==> src/ro_pkg.sv <==
/*
   Shared widths and counts for the operand read stage and its feeders.
   Modules and the testbench reference these as ro_pkg::name; the DEF_
   values are the defaults that the top level passes down as parameters.
*/

`default_nettype none

package ro_pkg;

   // ********************************************************************
   // register file geometry
   // ********************************************************************
   localparam int REG_AW            = 5;   // register address width
   localparam int NUM_REGS          = 32;  // architectural registers

   // ********************************************************************
   // datapath defaults
   // ********************************************************************
   localparam int DEF_DW            = 32;  // data width, 64 also works
   localparam int DEF_P_ISSUE_WIDTH = 1;   // log2 of issue slots, two slots

   // execute shadow stages s1, s2, s3 ahead of commit
   localparam int NUM_EX_STAGES     = 3;

endpackage

`default_nettype wire

==> src/exec_pipe.sv <==
/*
   Execute shadow pipeline. Results issued per slot move through s1, s2
   and s3 one stage per cycle and then sit in the commit stage, whose
   write ports feed the register file. Every stage is also exposed to the
   operand read stage for forwarding.
*/

`timescale 1ns/1ns
`default_nettype none

module exec_pipe
#(
   parameter int  CONFIG_DW            = ro_pkg::DEF_DW,
   parameter int  CONFIG_P_ISSUE_WIDTH = ro_pkg::DEF_P_ISSUE_WIDTH,
   localparam int IW                   = 1 << CONFIG_P_ISSUE_WIDTH,
   localparam int AW                   = ro_pkg::REG_AW
)
(
   input  wire                    clk,
   input  wire                    arst_n,
   input  wire [IW-1:0]           iss_we,
   input  wire [AW*IW-1:0]        iss_waddr,
   input  wire [CONFIG_DW*IW-1:0] iss_wdat,
   input  wire                    iss_load0,
   output wire [IW-1:0]           ex_s1_rf_we,
   output wire [AW*IW-1:0]        ex_s1_rf_waddr,
   output wire [CONFIG_DW*IW-1:0] ex_s1_rf_dout,
   output wire                    ex_s1_load0,
   output wire [IW-1:0]           ex_s2_rf_we,
   output wire [AW*IW-1:0]        ex_s2_rf_waddr,
   output wire [CONFIG_DW*IW-1:0] ex_s2_rf_dout,
   output wire                    ex_s2_load0,
   output wire [IW-1:0]           ex_s3_rf_we,
   output wire [AW*IW-1:0]        ex_s3_rf_waddr,
   output wire [CONFIG_DW*IW-1:0] ex_s3_rf_dout,
   output wire                    ex_s3_load0,
   output wire [IW-1:0]           cmt_rf_we,
   output wire [AW*IW-1:0]        cmt_rf_waddr,
   output wire [CONFIG_DW*IW-1:0] cmt_rf_wdat
);

   localparam int NST = ro_pkg::NUM_EX_STAGES;  // index NST is the commit stage

   logic [IW-1:0]           we_q    [NST+1];
   logic [AW*IW-1:0]        waddr_q [NST+1];
   logic [CONFIG_DW*IW-1:0] dat_q   [NST+1];
   logic [NST-1:0]          load0_q;            // commit never needs the flag

   // ********************************************************************
   // control, cleared on reset
   // ********************************************************************
   always_ff @(posedge clk or negedge arst_n)
   begin
      if (!arst_n)
      begin
         for (int s = 0; s <= NST; s++)
            we_q[s] <= '0;
         load0_q <= '0;
      end
      else
      begin
         we_q[0] <= iss_we;
         for (int s = 1; s <= NST; s++)
            we_q[s] <= we_q[s-1];
         load0_q <= {load0_q[NST-2:0], iss_load0 & iss_we[0]};  // a load needs a write
      end
   end

   // payload just follows its enable down the pipe
   always_ff @(posedge clk)
   begin
      waddr_q[0] <= iss_waddr;
      dat_q[0]   <= iss_wdat;
      for (int s = 1; s <= NST; s++)
      begin
         waddr_q[s] <= waddr_q[s-1];
         dat_q[s]   <= dat_q[s-1];
      end
   end

   assign ex_s1_rf_we    = we_q[0];
   assign ex_s1_rf_waddr = waddr_q[0];
   assign ex_s1_rf_dout  = dat_q[0];
   assign ex_s1_load0    = load0_q[0];
   assign ex_s2_rf_we    = we_q[1];
   assign ex_s2_rf_waddr = waddr_q[1];
   assign ex_s2_rf_dout  = dat_q[1];
   assign ex_s2_load0    = load0_q[1];
   assign ex_s3_rf_we    = we_q[2];
   assign ex_s3_rf_waddr = waddr_q[2];
   assign ex_s3_rf_dout  = dat_q[2];
   assign ex_s3_load0    = load0_q[2];
   assign cmt_rf_we      = we_q[NST];
   assign cmt_rf_waddr   = waddr_q[NST];
   assign cmt_rf_wdat    = dat_q[NST];

   a_iss_we_known: assert property (@(posedge clk) disable iff (!arst_n)
      !$isunknown(iss_we))
      else $error("issue write enable is unknown");

endmodule

`default_nettype wire

==> src/id_ro.sv <==
/*
   Operand read stage. Each read channel is compared against the writes
   in s1, s2, s3 and commit; the matches and stage data are captured with
   the register file read, and a cycle later the youngest match overrides
   rf_din. raw_dep_load0 flags reads that depend on a load still in flight.
*/

`timescale 1ns/1ns
`default_nettype none

module id_ro
#(
   parameter int  CONFIG_DW            = ro_pkg::DEF_DW,
   parameter int  CONFIG_P_ISSUE_WIDTH = ro_pkg::DEF_P_ISSUE_WIDTH,
   localparam int IW                   = 1 << CONFIG_P_ISSUE_WIDTH,
   localparam int CHS                  = 2 * IW,
   localparam int AW                   = ro_pkg::REG_AW
)
(
   input  wire                     clk,
   input  wire                     arst_n,
   input  wire [IW-1:0]            ex_s1_rf_we,
   input  wire [AW*IW-1:0]         ex_s1_rf_waddr,
   input  wire [CONFIG_DW*IW-1:0]  ex_s1_rf_dout,
   input  wire                     ex_s1_load0,
   input  wire [IW-1:0]            ex_s2_rf_we,
   input  wire [AW*IW-1:0]         ex_s2_rf_waddr,
   input  wire [CONFIG_DW*IW-1:0]  ex_s2_rf_dout,
   input  wire                     ex_s2_load0,
   input  wire [IW-1:0]            ex_s3_rf_we,
   input  wire [AW*IW-1:0]         ex_s3_rf_waddr,
   input  wire [CONFIG_DW*IW-1:0]  ex_s3_rf_dout,
   input  wire                     ex_s3_load0,
   input  wire [IW-1:0]            cmt_rf_we,
   input  wire [AW*IW-1:0]         cmt_rf_waddr,
   input  wire [CONFIG_DW*IW-1:0]  cmt_rf_wdat,
   input  wire [CHS-1:0]           re,
   input  wire [AW*CHS-1:0]        raddr,
   input  wire [CONFIG_DW*CHS-1:0] rf_din,
   output wire [CONFIG_DW*CHS-1:0] byp_dout,
   output wire [CHS-1:0]           raw_dep_load0
);

   localparam int NLD  = ro_pkg::NUM_EX_STAGES;  // stages that may hold a load
   localparam int NSRC = NLD + 1;                // forwarding sources, youngest first

   logic [IW-1:0]           src_we    [NSRC];
   logic [AW*IW-1:0]        src_waddr [NSRC];
   logic [CONFIG_DW*IW-1:0] src_dat   [NSRC];
   logic [CONFIG_DW*IW-1:0] dat_q     [NSRC];
   logic [CONFIG_DW*IW-1:0] dat_rev   [NSRC];
   logic [NLD-1:0]          src_load0;
   wire                     p_ce;

   assign src_we    = '{ex_s1_rf_we, ex_s2_rf_we, ex_s3_rf_we, cmt_rf_we};
   assign src_waddr = '{ex_s1_rf_waddr, ex_s2_rf_waddr, ex_s3_rf_waddr, cmt_rf_waddr};
   assign src_dat   = '{ex_s1_rf_dout, ex_s2_rf_dout, ex_s3_rf_dout, cmt_rf_wdat};
   assign src_load0 = {ex_s3_load0, ex_s2_load0, ex_s1_load0};
   assign p_ce      = |re;  // capture only alongside a register file read

   // ********************************************************************
   // stage data captured with the read, slot order reversed for the muxes
   // ********************************************************************
   always_ff @(posedge clk)
   begin
      if (p_ce)
         dat_q <= src_dat;
   end

   always_comb
   begin
      for (int s = 0; s < NSRC; s++)
         for (int k = 0; k < IW; k++)
            dat_rev[s][(IW-1-k)*CONFIG_DW +: CONFIG_DW] = dat_q[s][k*CONFIG_DW +: CONFIG_DW];
   end

   // ********************************************************************
   // per channel match, capture and select
   // ********************************************************************
   for (genvar i = 0; i < CHS; i++)
   begin : g_ch
      logic [IW-1:0]        hit       [NSRC];
      logic [IW-1:0]        hit_rev   [NSRC];
      logic [IW-1:0]        hit_rev_q [NSRC];
      wire  [CONFIG_DW-1:0] sel_dat   [NSRC];
      wire  [NSRC-1:0]      use_src;
      logic [CONFIG_DW-1:0] dout;
      logic                 dep;

      always_comb
      begin
         dep = 1'b0;
         for (int s = 0; s < NSRC; s++)
         begin
            for (int k = 0; k < IW; k++)
            begin
               hit[s][k] = re[i] & src_we[s][k] &
                           (src_waddr[s][k*AW +: AW] == raddr[i*AW +: AW]);
               hit_rev[s][IW-1-k] = hit[s][k];
            end
         end
         for (int s = 0; s < NLD; s++)
            dep = dep | (hit[s][0] & src_load0[s]);  // only slot 0 carries loads
      end

      assign raw_dep_load0[i] = dep;

      always_ff @(posedge clk or negedge arst_n)
      begin
         if (!arst_n)
         begin
            for (int s = 0; s < NSRC; s++)
               hit_rev_q[s] <= '0;
         end
         else if (p_ce)
            hit_rev_q <= hit_rev;
      end

      for (genvar s = 0; s < NSRC; s++)
      begin : g_src
         prio_mux #(.SELW(IW), .DW(CONFIG_DW)) u_pmux (
            .sel   (hit_rev_q[s]),
            .din   (dat_rev[s]),
            .dout  (sel_dat[s]),
            .valid (use_src[s])
         );
      end

      // oldest source first so the youngest match overwrites it
      always_comb
      begin
         dout = rf_din[i*CONFIG_DW +: CONFIG_DW];
         for (int s = NSRC - 1; s >= 0; s--)
         begin
            if (use_src[s])
               dout = sel_dat[s];
         end
      end

      assign byp_dout[i*CONFIG_DW +: CONFIG_DW] = dout;
   end

   a_load0_has_we: assert property (@(posedge clk) disable iff (!arst_n)
      !(ex_s1_load0 && !ex_s1_rf_we[0]) && !(ex_s2_load0 && !ex_s2_rf_we[0]) &&
      !(ex_s3_load0 && !ex_s3_rf_we[0]))
      else $error("load flag set on a stage with no slot 0 write");

endmodule

`default_nettype wire

==> src/prio_mux.sv <==
/*
   Priority selector from a select vector to one data slice.
   The lowest set select bit wins; valid flags that any bit was set.
   Callers wanting the highest slot to win feed bit-reversed vectors.
*/

`timescale 1ns/1ns
`default_nettype none

module prio_mux
#(
   parameter int SELW = 2,
   parameter int DW   = 32
)
(
   input  wire [SELW-1:0]    sel,
   input  wire [SELW*DW-1:0] din,
   output logic [DW-1:0]     dout,
   output wire               valid
);

   // scan from the top so the lowest set bit is the last to land
   always_comb
   begin
      dout = '0;
      for (int k = SELW - 1; k >= 0; k--)
      begin
         if (sel[k])
            dout = din[k*DW +: DW];
      end
   end

   assign valid = |sel;  // at least one source matched

endmodule

`default_nettype wire

==> src/reg_file.sv <==
/*
   Register file with one write port per issue slot and two synchronous
   read ports per slot. Data for a read enabled in one cycle appears on
   rf_din in the next; a channel with re low keeps its last output.
*/

`timescale 1ns/1ns
`default_nettype none

module reg_file
#(
   parameter int  CONFIG_DW            = ro_pkg::DEF_DW,
   parameter int  CONFIG_P_ISSUE_WIDTH = ro_pkg::DEF_P_ISSUE_WIDTH,
   localparam int IW                   = 1 << CONFIG_P_ISSUE_WIDTH,
   localparam int CHS                  = 2 * IW,
   localparam int AW                   = ro_pkg::REG_AW
)
(
   input  wire                      clk,
   input  wire                      arst_n,
   input  wire [IW-1:0]             we,
   input  wire [AW*IW-1:0]          waddr,
   input  wire [CONFIG_DW*IW-1:0]   wdat,
   input  wire [CHS-1:0]            re,
   input  wire [AW*CHS-1:0]         raddr,
   output logic [CONFIG_DW*CHS-1:0] rf_din
);

   logic [CONFIG_DW-1:0] mem [ro_pkg::NUM_REGS];

   // later slots overwrite earlier ones on a shared address
   always_ff @(posedge clk or negedge arst_n)
   begin
      if (!arst_n)
      begin
         for (int r = 0; r < ro_pkg::NUM_REGS; r++)
            mem[r] <= '0;
      end
      else
      begin
         for (int k = 0; k < IW; k++)
         begin
            if (we[k])
               mem[waddr[k*AW +: AW]] <= wdat[k*CONFIG_DW +: CONFIG_DW];
         end
      end
   end

   // a write in the same cycle is not visible here, the bypass covers it
   always_ff @(posedge clk or negedge arst_n)
   begin
      if (!arst_n)
         rf_din <= '0;
      else
      begin
         for (int i = 0; i < CHS; i++)
         begin
            if (re[i])
               rf_din[i*CONFIG_DW +: CONFIG_DW] <= mem[raddr[i*AW +: AW]];
         end
      end
   end

   for (genvar k = 0; k < IW; k++)
   begin : g_chk
      a_waddr_known: assert property (@(posedge clk) disable iff (!arst_n)
         we[k] |-> !$isunknown(waddr[k*AW +: AW]))
         else $error("write address of slot %0d is unknown", k);
   end

endmodule

`default_nettype wire

==> src/ro_top.sv <==
/*
   Top level of the operand read block. The execute shadow pipeline
   commits into the register file, and the read stage combines register
   file reads with forwarding from every in-flight stage. Read data is
   valid exactly one cycle after re.
*/

`timescale 1ns/1ns
`default_nettype none

module ro_top
#(
   parameter int  CONFIG_DW            = ro_pkg::DEF_DW,
   parameter int  CONFIG_P_ISSUE_WIDTH = ro_pkg::DEF_P_ISSUE_WIDTH,
   localparam int IW                   = 1 << CONFIG_P_ISSUE_WIDTH,
   localparam int CHS                  = 2 * IW,
   localparam int AW                   = ro_pkg::REG_AW
)
(
   input  wire                     clk,
   input  wire                     arst_n,
   input  wire [IW-1:0]            iss_we,
   input  wire [AW*IW-1:0]         iss_waddr,
   input  wire [CONFIG_DW*IW-1:0]  iss_wdat,
   input  wire                     iss_load0,
   input  wire [CHS-1:0]           re,
   input  wire [AW*CHS-1:0]        raddr,
   output wire [CONFIG_DW*CHS-1:0] byp_dout,
   output wire [CHS-1:0]           raw_dep_load0
);

   wire [IW-1:0]            s1_we, s2_we, s3_we, cmt_we;
   wire [AW*IW-1:0]         s1_waddr, s2_waddr, s3_waddr, cmt_waddr;
   wire [CONFIG_DW*IW-1:0]  s1_dat, s2_dat, s3_dat, cmt_dat;
   wire                     s1_load0, s2_load0, s3_load0;
   wire [CONFIG_DW*CHS-1:0] rf_din;

   exec_pipe #(.CONFIG_DW(CONFIG_DW), .CONFIG_P_ISSUE_WIDTH(CONFIG_P_ISSUE_WIDTH)) u_exec_pipe (
      .clk(clk), .arst_n(arst_n),
      .iss_we(iss_we), .iss_waddr(iss_waddr), .iss_wdat(iss_wdat), .iss_load0(iss_load0),
      .ex_s1_rf_we(s1_we), .ex_s1_rf_waddr(s1_waddr), .ex_s1_rf_dout(s1_dat),
      .ex_s1_load0(s1_load0),
      .ex_s2_rf_we(s2_we), .ex_s2_rf_waddr(s2_waddr), .ex_s2_rf_dout(s2_dat),
      .ex_s2_load0(s2_load0),
      .ex_s3_rf_we(s3_we), .ex_s3_rf_waddr(s3_waddr), .ex_s3_rf_dout(s3_dat),
      .ex_s3_load0(s3_load0),
      .cmt_rf_we(cmt_we), .cmt_rf_waddr(cmt_waddr), .cmt_rf_wdat(cmt_dat)
   );

   reg_file #(.CONFIG_DW(CONFIG_DW), .CONFIG_P_ISSUE_WIDTH(CONFIG_P_ISSUE_WIDTH)) u_reg_file (
      .clk(clk), .arst_n(arst_n),
      .we(cmt_we), .waddr(cmt_waddr), .wdat(cmt_dat),
      .re(re), .raddr(raddr), .rf_din(rf_din)
   );

   id_ro #(.CONFIG_DW(CONFIG_DW), .CONFIG_P_ISSUE_WIDTH(CONFIG_P_ISSUE_WIDTH)) u_id_ro (
      .clk(clk), .arst_n(arst_n),
      .ex_s1_rf_we(s1_we), .ex_s1_rf_waddr(s1_waddr), .ex_s1_rf_dout(s1_dat),
      .ex_s1_load0(s1_load0),
      .ex_s2_rf_we(s2_we), .ex_s2_rf_waddr(s2_waddr), .ex_s2_rf_dout(s2_dat),
      .ex_s2_load0(s2_load0),
      .ex_s3_rf_we(s3_we), .ex_s3_rf_waddr(s3_waddr), .ex_s3_rf_dout(s3_dat),
      .ex_s3_load0(s3_load0),
      .cmt_rf_we(cmt_we), .cmt_rf_waddr(cmt_waddr), .cmt_rf_wdat(cmt_dat),
      .re(re), .raddr(raddr), .rf_din(rf_din),
      .byp_dout(byp_dout), .raw_dep_load0(raw_dep_load0)
   );

endmodule

`default_nettype wire

==> config.mk <==
export PLATFORM = sky130hd
export DESIGN_NAME = ro_top
export DESIGN_NICKNAME = d
export VERILOG_FILES = /design/src/ro_pkg.sv /design/src/exec_pipe.sv /design/src/id_ro.sv /design/src/prio_mux.sv /design/src/reg_file.sv /design/src/ro_top.sv
export SDC_FILE = /design/constraint.sdc
export NUM_CORES = 2
export LEC_CHECK = 0
export CAP_MARGIN = 5
export CORE_ASPECT_RATIO = 2
export CORE_MARGIN = 2
export CORE_UTILIZATION = 50
export CTS_BUF_LIST = sky130_fd_sc_hd__clkbuf_16
export DETAILED_ROUTE_END_ITERATION = 7
export DONT_BUFFER_PORTS = 1
export PLACE_DENSITY = 0.68
export SKIP_CTS_REPAIR_TIMING = 1
export SLEW_MARGIN = 40
export SYNTH_ARGS = -nofsm -noshare
export SYNTH_HDL_FRONTEND = slang
export SYNTH_SLANG_ARGS = --single-unit
==> constraint.sdc <==
create_clock -name clk -period 1.5 [get_ports clk]
set_input_delay 0.075 -clock clk [delete_from_list [all_inputs] [get_ports clk]]
set_output_delay 0.075 -clock clk [all_outputs]
set_load 0.02 [all_outputs]
* Word level (Yosys, flattened, before mapping)
Memory sizes are Yosys's and may differ from the RTL's.
Cells that the tools add are included.
** Word-level totals
- Memories kept :: 2
- Flip-flop bits (word level) :: 1451
- Word-level logic and storage cells :: 281
- Output and inout port bits :: 132
- Bits in writable memories :: 296
** Memories
- u_exec_pipe.dat_q :: depth 4, width 64, rd ports 4, clocked after memory_dff 0, wr ports 4, line exec_pipe.sv:46 : logic [CONFIG_DW*IW-1:0] dat_q [NST+1];
- u_exec_pipe.waddr_q :: depth 4, width 10, rd ports 4, clocked after memory_dff 0, wr ports 4, line exec_pipe.sv:45 : logic [AW*IW-1:0] waddr_q [NST+1];
** Operators by class
- Equal/unequal tests :: 32
- Muxes and demuxes :: 68
- Magnitude comparators :: 8
- Bitwise operators :: 91
- Reduce and logical (&&, ||, !) cells :: 19
** Operator list (number)
- bitwise mux 1024 bit :: 2
- two-way mux 1024 bit :: 2
- two-way mux 32 bit :: 58
- binary-select mux 32 bit (select 5 bit) :: 4
- demux 32 bit (select 5 bit) :: 2
- equality test 5 bit :: 32
- AND 1 bit :: 77
- greater-or-equal comparator 6 bit, second input constant :: 6
- NOT 5 -> 6 bit :: 6
- OR reduction 2 bit :: 16
- < comparator 6 x 1 -> 1 bit, second input constant :: 2
- OR 1 bit :: 8
- OR reduction 4 bit :: 1
- logical AND 1 bit :: 2

* Longest topological paths before layout
- Depth in word-level cells :: 9
- Depth in mapped cells :: 8

* Cells and area by module
From an unflattened synthesis, not the netlist that was laid out.
** Second synthesis, totals
- Cell total of the unflattened synthesis :: 11880
- Area total of the unflattened synthesis :: 115891.1 µm²
** By module, submodules not included
- reg_file :: cells an instance 9214, area an instance 87174.9 µm², sequential area each 28827.6 µm², times used 1
- id_ro :: cells an instance 1638, area an instance 16623.4 µm², sequential area each 8488.1 µm², times used 1
- exec_pipe :: cells an instance 308, area an instance 6207.2 µm², sequential area each 6200.9 µm², times used 1
- prio_mux :: cells an instance 45, area an instance 367.9 µm², sequential area each 0.0 µm², times used 16

* Worst setup path after synthesis
OpenSTA, ideal clock, no wires.
- Path kind :: input-to-reg
- Start point :: input re[1]
- End point :: register u_id_ro.dat_q[0] (netlist name) (enable)
- Setup time :: 495 ps
- Path slack :: -2068 ps
- Arrival time :: 3073 ps
- Buffers on the path :: 1
- Required time :: 1005 ps
- Stages :: 3
- Path through :: clkbuf_1 -> nor4_1 -> inv_2
** Between the ends
- Longest elaborated chain between the ends :: 1
** Ends and longest elaborated chain
- start, declared :: line ro_top.sv:26 : input wire [CHS-1:0] re,
- OR reduction 4 bit :: line id_ro.sv:59 : assign p_ce = |re;
- via u_id_ro.p_ce :: line id_ro.sv:53 : wire p_ce;
- end signal, assigned :: line id_ro.sv:67 : dat_q <= src_dat;
- end, declared :: line id_ro.sv:50 : logic [CONFIG_DW*IW-1:0] dat_q [NSRC];
The timed path passes the listed nets, and every way through them passes these cells.
A chain may end at the register's enable or synchronous reset.

* Worst setup path after layout
- Start point :: register u_id_ro.g_ch[0].hit_rev_q[1] (netlist name)
- End point :: output byp_dout[0]
** Between the ends
- Longest elaborated chain between the ends :: 6
- Elaborated cells on any way between the ends :: 7
- Those cells by class :: 6 x mux; 1 x reduce/logical
** Ends and longest elaborated chain
- start, declared :: line id_ro.sv:84 : logic [IW-1:0] hit_rev_q [NSRC];
- start signal, assigned :: line id_ro.sv:116 : hit_rev_q <= hit_rev;
- two-way mux 32 bit (2 in a row) :: line prio_mux.sv:28 : if (sel[k])
- two-way mux 32 bit * (4 in a row) :: line id_ro.sv:135 : if (use_src[s])
- end, declared :: line ro_top.sv:28 : output wire [CONFIG_DW*CHS-1:0] byp_dout,
Mark *: on every way between the ends. The rest lies on a longest branch, timed or not.

==> results.ini <==
[drt]
routed_via_density = 7.04
routed_wl_microns = 596000
wire_per_inst_microns = 37.2
drt_iter0_markers = 16400
ant_nets = 0
dr.pass1.iters = 8
drc = 4
via_count = 113000

[synth]
synth.distinct_cells = 50
synth-main-ff-cell = dfrtp_1
synth_top_area_share_pct = 28.0
yosys_warnings = 0
syn_inst = 11900
ys_top_cells_by_area = mux2i_1 28%, dfrtp_1 26%, a21oi_1 6.7%, a22oi_1 6.7%, edfxtp_1 6.7%
ys_top_cells_by_count = 3,200 x mux2i_1, 1,537 x a21oi_1, 1,195 x dfrtp_1
netlist_area_sq_um = 114000
async_flop_share_pct = 68.4
synth.most_common_cell = mux2i_1
synth_edf_count = 256
synth_top_area_cell = mux2i_1
synth_nets = 12000
seq_area_frac_synth_pct = 38.0
avgSynthCellArea_sq_um = 9.63
synth_seq_cells = 1747

[worst_setup_path]
crit_arrival_ns = 2.80
cp-start-kind = flip-flop
crit_family = buffers and inverters
critPathCaptureType = primary output
slowest_delay_ns = 0.38
crit_type = reg -> out
slowest_stage = dfrtp_2
cp_max_fo = 6
critical_path_buf_inv_count = 4
required_ns = 1.42
path_cells = buf_12 > buf_16 > buf_8 > mux2i_4 > o21ai_2 > mux2_4 > o21ai_4 > a21oi_2 > buf_4

[cts]
clkTransAtPathRegs_ns = 0.07
cts_tree = yes
cts.sinks = 1747
cts_root_buf = clkbuf_16
clk-insertion-delay-late_ns = 0.90
htree_num_levels = 4
cts_buffers = 176
cts_buffer_depth = 4

[floorplanning]
io_pins = 235
die_w_microns = 342
fp.dieArea_sq_um = 233000
placementRows = 248
start_util_pct = 50.3
coreArea_sq_um = 228000
die_y_microns = 681

[timing]
hold_viol = 4
finalSetupTns_ns = -896.99
period_share_pct = 191
setup_violations = 1996
worst_slew_pin_slew_ns = 1.64
setup_ws_ns = -1.37
fmaxAchievable_ghz = 0.348
rsz0062_at_grt = true
relSlewSlack_pct = -9.23
skew_ns = 0.0458
fin_crit_ns = 2.87
slew_viol_final = 162
hold_ws_ns = -0.0451

[global_route]
use_met2_pct = 70.0
grt_pass1_vias = 108000
grt_max_degree = 522
grt_pass1_wl_microns = 794000
use_met1_pct = 53.2
grt_use_total_pct = 47.4
overflow = 0
grt_util_met3_pct = 15.5
busiest_layer = met2
antenna_found_initial = 43

[placement]
io_buffers = 0
dp_hpwl_microns = 388000
finalWeightedCongestion = 1.05
dp_worst_setup_slack_ns = -1.81
dp.cells = 15400
postPlaceCellArea_sq_um = 132000

[run_status]
status = finished, violations left
violations = design-rule violations, negative hold slack, max-slew violations, negative setup slack

[layout]
instances_no_fill = 16000
nFillCells = 18200
design_area_sq_um = 144000
drive_gt1_share_pct = 23.3
final_util_pct = 63.2
nets = 13000
syn2layout_area_growth_pct = 25.7

[pwr]
p_leak_nw = 63.8
powerDensity_nw_per_um2 = 1190
vdd.ir_drop.worst_uv = 1340
power_mw = 171

[job]
cap_viol_max_count = 0

[min_path]
hp-class = in -> reg

flip-flops by register name (all words and copies together) (netlist names):
register	count
u_exec_pipe.cmt_rf_we	2
u_reg_file.mem	1024
u_id_ro.g_ch.hit_rev_q	32
u_exec_pipe.ex_s1_rf_we	2
u_exec_pipe.ex_s3_rf_we	2
u_id_ro.dat_q	256
u_exec_pipe.waddr_q	40
u_exec_pipe.ex_s2_rf_we	2
u_reg_file.rf_din	128
u_exec_pipe.dat_q	256
u_exec_pipe.load0_q	3
kinds of logic (layout without fill, tap and decap cells):
family / after synthesis / count (layout) / share of synthesized area (%)
AO/OA/AOI/OAI: 3402 / 3402 / 17.2
XOR/XNOR: 151 / 151 / 1.16
buffers and inverters: 1305 / 2413 / 5.67
flip-flops: 1747 / 1747 / 38.0
multiplexers: 3456 / 3456 / 30.5
other: 0 / 33 / 0
AND/OR/NAND/NOR: 1833 / 1833 / 7.46
power breakdown:
part	leakage, nW	total (mW)	internal (mW)	switching [mW]
Combinational	41.3	55.2	26.5	28.7
Sequential	19.6	69.8	57.2	12.6
Clock	2.85	45.9	24.4	21.5
Total	63.8	171	108	62.8
cells in the final DEF, fill, tap and decap left out, drive strengths merged, types with 181 or more instances in the layout:
cell,n
a21oi,1537
dfxtp,296
o21ai,786
clkbuf,210
dfrtp,1195
a22oi,1024
buf,1848
dlygate4sd3,181
mux2,256
nand2,700
edfxtp,256
nor2,584
mux2i,3200
final timing paths:
| check | startpoint | end | slack, ns | cells past startpoint |
|---|---|---|---|---|
| max | u_id_ro.g_ch[0].hit_rev_q[1] | byp_dout[0] | -1.37 | 9 |
| min reg2reg | u_exec_pipe.dat_q[2][25] | u_exec_pipe.dat_q[3][25] | 0.33 | 0 |
| min in group asynchronous | arst_n | u_reg_file.mem[67] | 0.01 | 11 |
| min | raddr[19] | u_id_ro.g_ch[3].hit_rev_q[3] | -0.05 | 6 |
| max in group asynchronous | arst_n | u_reg_file.mem[817] | -0.84 | 15 |
| max reg2reg | u_reg_file.mem[729] | u_reg_file.rf_din[25] | -0.83 | 6 |
worst min-delay path: cells and delay by family:
| family | cells | cell delay, ns |
|---|---|---|
| xor+xnor | 1 | 0.08 |
| buf+inv | 3 | 0.39 |
| compound gates | 1 | 0.12 |
| simple gates | 1 | 0.13 |
metal layers:
| layer | up-vias | wire [microns] |
|---|---|---|
| met5 | - | 447 |
| met4 | 32 | 73600 |
| met3 | 3474 | 76800 |
| met2 | 9480 | 251000 |
| met1 | 54100 | 195000 |
| li1 | 45700 | - |
area by class of cell:
class	count	area, sq um	share of cell area [%]
tap	3000	3750	2.61
clock inverter	130	1100	0.763
inverter	44	194	0.135
clock buffer	180	4500	3.13
timing repair buffer	2059	23000	16.0
antenna	33	82.6	0.0574
multi-input combinational	8842	67700	47.0
sequential	1747	43700	30.3
Power figures use the tool's default switching activity.
